File: src/verilog/xt_kbd_pkg.sv
// shared constants for the XT keyboard adapter; scan codes are 8 bits, set 2 in, set 1 out
package xt_kbd_pkg;

	// one scan code, also the width of the host port pa
	localparam int code_w = 8;

	// falling kbd_clk edges per frame
	// start, eight data bits, parity and stop
	localparam int frame_bits = 11;

	// set 2 break prefix, comes before the code of a released key
	localparam logic [code_w-1:0] break_prefix = 8'hf0;

	// reported to the host at the end of a keyboard reset
	localparam logic [code_w-1:0] self_test_ok = 8'haa;

	// set in pa for a released key (XT break code)
	localparam int break_flag_bit = 7;

	// host port FSM
	typedef enum logic [2:0] {
		st_idle,      // waiting for a code
		st_prefix,    // break prefix seen
		st_irq,       // code on pa, irq1 high
		st_ack,       // host saw pb7 high, waiting for pb7 low
		st_kbd_reset, // pb6 held low
		st_reset_ack  // pb6 back high, waiting for pb7 low
	} host_state_e;

	// the host port moves through these in order for one key:
	//   st_idle -> st_irq -> st_ack -> st_idle
	// and for a released key:
	//   st_idle -> st_prefix -> st_irq -> st_ack -> st_idle
	// a keyboard reset ends with self_test_ok in st_irq

endpackage

File: src/verilog/ps2_frame_rx.sv
// receive only; kbd_clk and kbd_data are sampled in the clk domain, parity and stop not checked
`timescale 1ns/1ps

module ps2_frame_rx
	import xt_kbd_pkg::*;
(
	input  logic              clk,
	input  logic              rst_n,
	input  logic              kbd_clk,
	input  logic              kbd_data,
	output logic [code_w-1:0] raw_code,
	output logic              raw_valid
);

	logic [1:0] clk_sync;  // two-flop synchronizer
	logic [1:0] data_sync;
	logic       clk_prev;
	logic       clk_fall;
	logic [$clog2(frame_bits)-1:0] bit_cnt; // falling edges seen in this frame

	// both lines idle high
	always_ff @(posedge clk or negedge rst_n) begin
		if (!rst_n) begin
			clk_sync  <= 2'b11;
			data_sync <= 2'b11;
			clk_prev  <= 1'b1;
		end else begin
			clk_sync  <= {clk_sync[0], kbd_clk};
			data_sync <= {data_sync[0], kbd_data};
			clk_prev  <= clk_sync[1];
		end
	end

	assign clk_fall = clk_prev & ~clk_sync[1];

	always_ff @(posedge clk or negedge rst_n) begin
		if (!rst_n) begin
			bit_cnt   <= '0;
			raw_valid <= 1'b0;
		end else begin
			raw_valid <= 1'b0;
			if (clk_fall) begin
				if (bit_cnt == frame_bits - 1) begin
					bit_cnt   <= '0;
					raw_valid <= 1'b1; // stop bit, code complete
				end else begin
					bit_cnt <= bit_cnt + 1'b1;
				end
			end
		end
	end

	// bit 0 is the start bit, then data lsb first; parity falls through
	always_ff @(posedge clk) begin
		if (clk_fall && bit_cnt >= 1 && bit_cnt <= code_w)
			raw_code <= {data_sync[1], raw_code[code_w-1:1]};
	end

	// counter must wrap on the stop bit, never run past the frame
	a_bit_cnt_range: assert property (@(posedge clk) disable iff (!rst_n)
		bit_cnt < frame_bits);

endmodule

File: src/verilog/scan_code_xlat.sv
// set 2 to XT set 1 for 0x00-0x7f plus 0x83/0x84; all other codes pass through unchanged
`timescale 1ns/1ps

module scan_code_xlat
	import xt_kbd_pkg::*;
(
	input  logic              clk,
	input  logic              rst_n,
	input  logic [code_w-1:0] raw_code,
	input  logic              raw_valid,
	output logic [code_w-1:0] xt_code,
	output logic              xt_valid
);

	// set 1 value for set 2 codes 0x00 to 0x7f, eight per row
	localparam logic [code_w-1:0] set1_tab [0:127] = '{
		8'hff, 8'h43, 8'h41, 8'h3f, 8'h3d, 8'h3b, 8'h3c, 8'h58, // 0x00
		8'h64, 8'h44, 8'h42, 8'h40, 8'h3e, 8'h0f, 8'h29, 8'h59,
		8'h65, 8'h38, 8'h2a, 8'h70, 8'h1d, 8'h10, 8'h02, 8'h5a, // 0x10
		8'h66, 8'h71, 8'h2c, 8'h1f, 8'h1e, 8'h11, 8'h03, 8'h5b,
		8'h67, 8'h2e, 8'h2d, 8'h20, 8'h12, 8'h05, 8'h04, 8'h5c, // 0x20
		8'h68, 8'h39, 8'h2f, 8'h21, 8'h14, 8'h13, 8'h06, 8'h5d,
		8'h69, 8'h31, 8'h30, 8'h23, 8'h22, 8'h15, 8'h07, 8'h5e, // 0x30
		8'h6a, 8'h72, 8'h32, 8'h24, 8'h16, 8'h08, 8'h09, 8'h5f,
		8'h6b, 8'h33, 8'h25, 8'h17, 8'h18, 8'h0b, 8'h0a, 8'h60, // 0x40
		8'h6c, 8'h34, 8'h35, 8'h26, 8'h27, 8'h19, 8'h0c, 8'h61,
		8'h6d, 8'h73, 8'h28, 8'h74, 8'h1a, 8'h0d, 8'h62, 8'h6e, // 0x50
		8'h3a, 8'h36, 8'h1c, 8'h1b, 8'h75, 8'h2b, 8'h63, 8'h76,
		8'h55, 8'h56, 8'h77, 8'h78, 8'h79, 8'h7a, 8'h0e, 8'h7b, // 0x60
		8'h7c, 8'h4f, 8'h7d, 8'h4b, 8'h47, 8'h7e, 8'h7f, 8'h6f,
		8'h52, 8'h53, 8'h50, 8'h4c, 8'h4d, 8'h48, 8'h01, 8'h45, // 0x70
		8'h57, 8'h4e, 8'h51, 8'h4a, 8'h37, 8'h49, 8'h46, 8'h54
	};

	logic [code_w-1:0] xlat_code;

	always_comb begin
		if (!raw_code[code_w-1]) begin
			xlat_code = set1_tab[raw_code[code_w-2:0]];
		end else if (raw_code == 8'h83) begin
			xlat_code = 8'h41; // F7 sits outside the main block
		end else if (raw_code == 8'h84) begin
			xlat_code = 8'h54; // alt sysrq
		end else begin
			xlat_code = raw_code; // includes the f0 prefix
		end
	end

	always_ff @(posedge clk or negedge rst_n) begin
		if (!rst_n)
			xt_valid <= 1'b0;
		else
			xt_valid <= raw_valid;
	end

	// code only moves with a valid frame
	always_ff @(posedge clk) begin
		if (raw_valid)
			xt_code <= xlat_code;
	end

endmodule

File: src/verilog/xt_host_port.sv
// one code in flight; codes that arrive while irq1 is up or pb7 is high are dropped
`timescale 1ns/1ps

module xt_host_port
	import xt_kbd_pkg::*;
(
	input  logic              clk,
	input  logic              rst_n,
	input  logic [code_w-1:0] xt_code,
	input  logic              xt_valid,
	input  logic              pb6,
	input  logic              pb7,
	output logic [code_w-1:0] pa,
	output logic              irq1
);

	host_state_e state;
	host_state_e state_next;
	logic        take_code; // a code the port can accept now

	// host still acknowledging the last one when pb7 is high
	assign take_code = xt_valid & ~pb7;

	always_comb begin
		state_next = state;
		if (!pb6 && state != st_kbd_reset) begin
			state_next = st_kbd_reset; // keyboard reset wins over everything
		end else begin
			case (state)
				st_idle, st_prefix: begin
					if (take_code)
						state_next = (xt_code == break_prefix) ? st_prefix : st_irq;
				end
				st_irq: begin
					if (pb7)
						state_next = st_ack;
				end
				st_ack: begin
					if (!pb7)
						state_next = st_idle;
				end
				st_kbd_reset: begin
					if (pb6)
						state_next = st_reset_ack;
				end
				st_reset_ack: begin
					if (!pb7)
						state_next = st_irq;
				end
				default: state_next = st_idle;
			endcase
		end
	end

	always_ff @(posedge clk or negedge rst_n) begin
		if (!rst_n) begin
			state <= st_idle;
			pa    <= '0;
			irq1  <= 1'b0;
		end else begin
			state <= state_next;
			irq1  <= (state_next == st_irq);
			if (state == st_idle && state_next == st_irq) begin
				pa <= xt_code;
			end else if (state == st_prefix && state_next == st_irq) begin
				pa <= xt_code;
				pa[break_flag_bit] <= 1'b1; // released key
			end else if (state == st_reset_ack && state_next == st_irq) begin
				pa <= self_test_ok;
			end else if (state == st_ack && state_next == st_idle) begin
				pa <= '0;
			end
		end
	end

	// acknowledge drops the interrupt on the next edge
	a_ack_drops_irq: assert property (@(posedge clk) disable iff (!rst_n)
		pb7 |=> !irq1);

	// pa holds while the interrupt waits for the host
	a_pa_held: assert property (@(posedge clk) disable iff (!rst_n)
		$past(irq1) && irq1 |-> $stable(pa));

endmodule

File: src/verilog/xt_keyboard.sv
// PS/2 keyboard to XT host port; keyboard lines are inputs only, no host-to-keyboard commands
`timescale 1ns/1ps

module xt_keyboard
	import xt_kbd_pkg::*;
(
	input  logic              clk,
	input  logic              rst_n,
	input  logic              kbd_clk,
	input  logic              kbd_data,
	input  logic              pb6,
	input  logic              pb7,
	output logic [code_w-1:0] pa,
	output logic              irq1
);

	logic [code_w-1:0] raw_code; // set 2, straight off the wire
	logic              raw_valid;
	logic [code_w-1:0] xt_code;  // set 1
	logic              xt_valid;

	ps2_frame_rx i_rx (
		.clk       (clk),
		.rst_n     (rst_n),
		.kbd_clk   (kbd_clk),
		.kbd_data  (kbd_data),
		.raw_code  (raw_code),
		.raw_valid (raw_valid)
	);

	scan_code_xlat i_xlat (
		.clk       (clk),
		.rst_n     (rst_n),
		.raw_code  (raw_code),
		.raw_valid (raw_valid),
		.xt_code   (xt_code),
		.xt_valid  (xt_valid)
	);

	xt_host_port i_port (
		.clk      (clk),
		.rst_n    (rst_n),
		.xt_code  (xt_code),
		.xt_valid (xt_valid),
		.pb6      (pb6),
		.pb7      (pb7),
		.pa       (pa),
		.irq1     (irq1)
	);

endmodule

File: config.mk
export PLATFORM = sky130hd
export DESIGN_NAME = xt_keyboard
export DESIGN_NICKNAME = d
export VERILOG_FILES = /design/src/verilog/xt_kbd_pkg.sv /design/src/verilog/ps2_frame_rx.sv /design/src/verilog/scan_code_xlat.sv /design/src/verilog/xt_host_port.sv /design/src/verilog/xt_keyboard.sv
export SDC_FILE = /design/constraint.sdc
export NUM_CORES = 1
export LEC_CHECK = 0
export BUFFER_PORTS_ARGS = -buffer_cell sky130_fd_sc_hd__buf_2
export CAP_MARGIN = 20
export CELL_PAD_IN_SITES_DETAIL_PLACEMENT = 1
export CELL_PAD_IN_SITES_GLOBAL_PLACEMENT = 1
export CORE_MARGIN = 5
export CORE_UTILIZATION = 35
export CTS_BUF_LIST = sky130_fd_sc_hd__clkbuf_16
export CTS_CLUSTER_DIAMETER = 40
export DETAILED_ROUTE_END_ITERATION = 8
export PLACE_DENSITY_LB_ADDON = 0.15
export SETUP_SLACK_MARGIN = 0.02
export SLEW_MARGIN = 20
export SYNTH_ARGS = -nofsm -noshare
export SYNTH_HDL_FRONTEND = slang
export SYNTH_SLANG_ARGS = --single-unit
File: constraint.sdc
create_clock -name clk -period 7.3 [get_ports clk]
set_input_delay 2.19 -clock clk [delete_from_list [all_inputs] [get_ports clk]]
set_output_delay 2.19 -clock clk [all_outputs]
set_load 0.01 [all_outputs]
==> run_results.csv <==
group,metric,value,unit
placement,place_worst_setup_slack,3.53,ns
clock_network,htree_num_levels,2,
yosys,synth_top_area_cell,"edfxtp_1",
yosys,synthDistinctLibCells,65,
finish,area_growth,5.92,%
setup_path,timing.rr.end,"i_xlat.xt_code[4]$_DFFE_PP_",
finish,fin_area,0.00336,mm²
finish,drive_gt1_frac,0.126,
setup_path,cpPeakStageDelay,0.52,ns
setup_path,cp.arrival,3.66,ns
floorplan,coreArea,0.00876,mm²
timing,slew_violations,0,
timing,fmax,285,MHz
setup_path,critPathCaptureType,"flop",
clock_network,cts_inserted_buffers,5,
yosys,synth.cell_area,0.00317,mm²
yosys,synthArstFlopShare,0.590,
setup_path,cp_slowest_cell,"or4b_1",
global_route,grt_use_total,0.170,
routing,totalWireLength,9340,µm
placement,dp_hpwl,6220,µm
floorplan,ios,15,
timing,hold_viol,0,
clock_network,postCtsSetupBuffers,0,
routing,first_pass_iters,4,
power_and_ir_drop,cellLeakagePower,1.24,nW
setup_path,rrSetupSlack,4.09,ns
placement,place.gp.congestion,0.797,
clock_network,clk_latency,0.28,ns
hold_path,worstHoldStart,"i_rx.data_sync[0]$_DFF_PN1_",
setup_path,crit_chain,"buf_2, or4b_1, nor2_1, o21ai_0, o31ai_1, a22oi_1",
timing,rsz0062_at_grt,"false",
clock_network,clk_pin_slew_worst_paths,0.06,ns
setup_path,critPathKind,"primary input to flop",
setup_path,critical_path_depth,6,
yosys,synth_top_area_share,0.152,
routing,drc,0,
global_route,antenna_found_initial,0,
power_and_ir_drop,powerDensity,266,mW/mm²
power_and_ir_drop,irDropWorstVdd,0.000172,V
clock_network,cts_resized,0,
global_route,grt_max_degree,68,
setup_path,required,7.46,ns
timing,fin_crit_sh,0.480,
routing,routed_via_density,6.16,
yosys,syn_avg_cell_area,8.93,µm²
finish,multi_input_area,0.00187,mm²
finish,ff_latch_area,0.00106,mm²
yosys,synth_warnings,0,
routing,vias,2821,
routing,wire_per_inst,20.4,µm
setup_path,critPathTopFamily,"simple AND/OR/NAND/NOR gates",
finish,fin_util,0.383,
clock_network,cts-root-buf,"clkbuf_16",
finish,diodes,0,
setup_path,r2r-start,"i_rx.raw_code[0]$_DFFE_PP_",
yosys,postSynthNetCount,368,
flow_run,cap_violations,0,
floorplan,fp.dieH,105,µm
timing,worst_hold_slack,0.354,ns
finish,fillerInstances,1046,
setup_path,worstPathMaxFanout,4,
timing,setup-violations-final,0,
yosys,ys.flop_type,"dfrtp_1",
setup_path,start_kind,"primary input",
power_and_ir_drop,power.total,893,µW
setup_path,rr_worst_depth,8,
timing,finClkSkew,0.00308,ns
yosys,ys_ff_latch,39,
routing,antenna_left,0,
hold_path,hold_path_end,"i_rx.data_sync[1]$_DFF_PN1_",
timing,setup_ws,3.80,ns
yosys,syn-instance-count,355,
yosys,synthTopCellsByArea,"edfxtp_1 15%, dfrtp_1 14%, a21oi_1 4.4%",
global_route,grt_pass1_wl,15300,µm
clock_network,postCtsHoldBufs,0,
clock_network,numClockSinks,39,
global_route,grt_overflow,0,
hold_path,min_path_cells,0,
placement,placed_area,0.00322,mm²
finish,finalNetCount,362,
routing,initialDrtViolationCount,202,
floorplan,rows,34,
setup_path,cp_num_buf_inv,1,
floorplan,initial_utilization,0.362,
run_status,status,"completed",
placement,port_buffers,14,
hold_path,holdCritPathClass,"flop to flop",
timing,worstMarginPinSlew,0.666,ns
finish,fin_cells,458,
timing,fin_crit,3.50,ns
clock_network,cts_tree,"done",
global_route,grt_pass1_vias,2772,
floorplan,die_x,105,µm
timing,setup_tns,0,ns
yosys,ys_seq_area_frac,0.335,
placement,place_inst,450,
yosys,synth-edff-count,16,
floorplan,die_area,0.0111,mm²
timing,maxSlewHeadroom,0.556,
clock_network,clk_path_buf_depth,2,
[power by group]
part,switching (mW),internal (mW),total (mW),leakage (nW)
clock,0.0803,0.123,0.204,0.0762
sequential,0.0369,0.273,0.310,0.421
combinational,0.233,0.147,0.380,0.742
total,0.351,0.543,0.893,1.24
[state kept, by name, summed over array words and instances (netlist names), 2 cells and up]
| signal | count |
|---|---|
| i_rx.bit_cnt | 4 |
| i_rx.raw_code | 8 |
| i_port.state | 3 |
| i_port.pa | 8 |
| i_xlat.xt_code | 8 |
| i_rx.clk_sync | 2 |
| i_rx.data_sync | 2 |
[layer usage]
layer	global-route usage	part of all wire	vias to the layer above	routed length, µm
li1	-	-	1335	-
met1	0.258	0.49	1413	4580
met2	0.245	0.44	58	4150
met3	0.0314	0.048	15	449
met4	0.0447	0.017	0	159
met5	0	0	-	0
[cell usage in the layout, fill, tap and decap left out, types with 6 or more instances in the layout]
| cell | instances |
|---|---|
| nor2b_1 | 13 |
| buf_2 | 14 |
| nor3_1 | 9 |
| edfxtp_1 | 16 |
| a211oi_1 | 8 |
| nand3_1 | 9 |
| o21ai_0 | 25 |
| a21oi_1 | 28 |
| nand2b_1 | 20 |
| nor2_1 | 18 |
| a22o_1 | 6 |
| o211ai_1 | 12 |
| nand2_1 | 27 |
| inv_1 | 12 |
| buf_4 | 6 |
| ha_1 | 7 |
| dfrtp_1 | 18 |
[kinds of logic after synthesis]
logic type	after synthesis	synth area share
AOI/OAI and AO/OA	129	0.282
and+or+nand+nor	118	0.203
buffers and inverters	44	0.0762
DFF	39	0.335
muxes	13	0.0620
adders and majority gates	7	0.0276
xor gates and xnor gates	5	0.0138
[how the worst max path moves through the flow]
stage,slack (ns),end,from
2_1_floorplan,3.82,i_port.pa[7]$_DFFE_PN0P_,pb7
3_3_place_gp,3.58,i_port.pa[7]$_DFFE_PN0P_,pb7
3_5_place_dp,3.53,i_port.pa[7]$_DFFE_PN0P_,pb7
4_1_cts,3.81,i_port.pa[7]$_DFFE_PN0P_,pb7
5_1_grt,3.70,i_port.pa[7]$_DFFE_PN0P_,pb7
6_report,3.80,i_port.pa[7]$_DFFE_PN0P_,pb7
[cells in the mapped netlist (9+ instances only)]
library cell	n
buf_2	16
dfrtp_1	18
nand3_1	9
o211ai_1	12
nor2_1	18
a21oi_1	28
nand2_1	27
nor2b_1	13
nor3_1	9
inv_1	10
o21ai_0	25
nand2b_1	20
edfxtp_1	16
[final cells by class]
type	instances	area share
Multi-Input combinational cell	272	0.556
Sequential cell	39	0.316
Tap cell	108	0.0403
Clock buffer	5	0.0373
Timing Repair Buffer	20	0.0343
Inverter	11	0.0123
Clock inverter	3	0.00373
(Power assumes the default switching activity.)
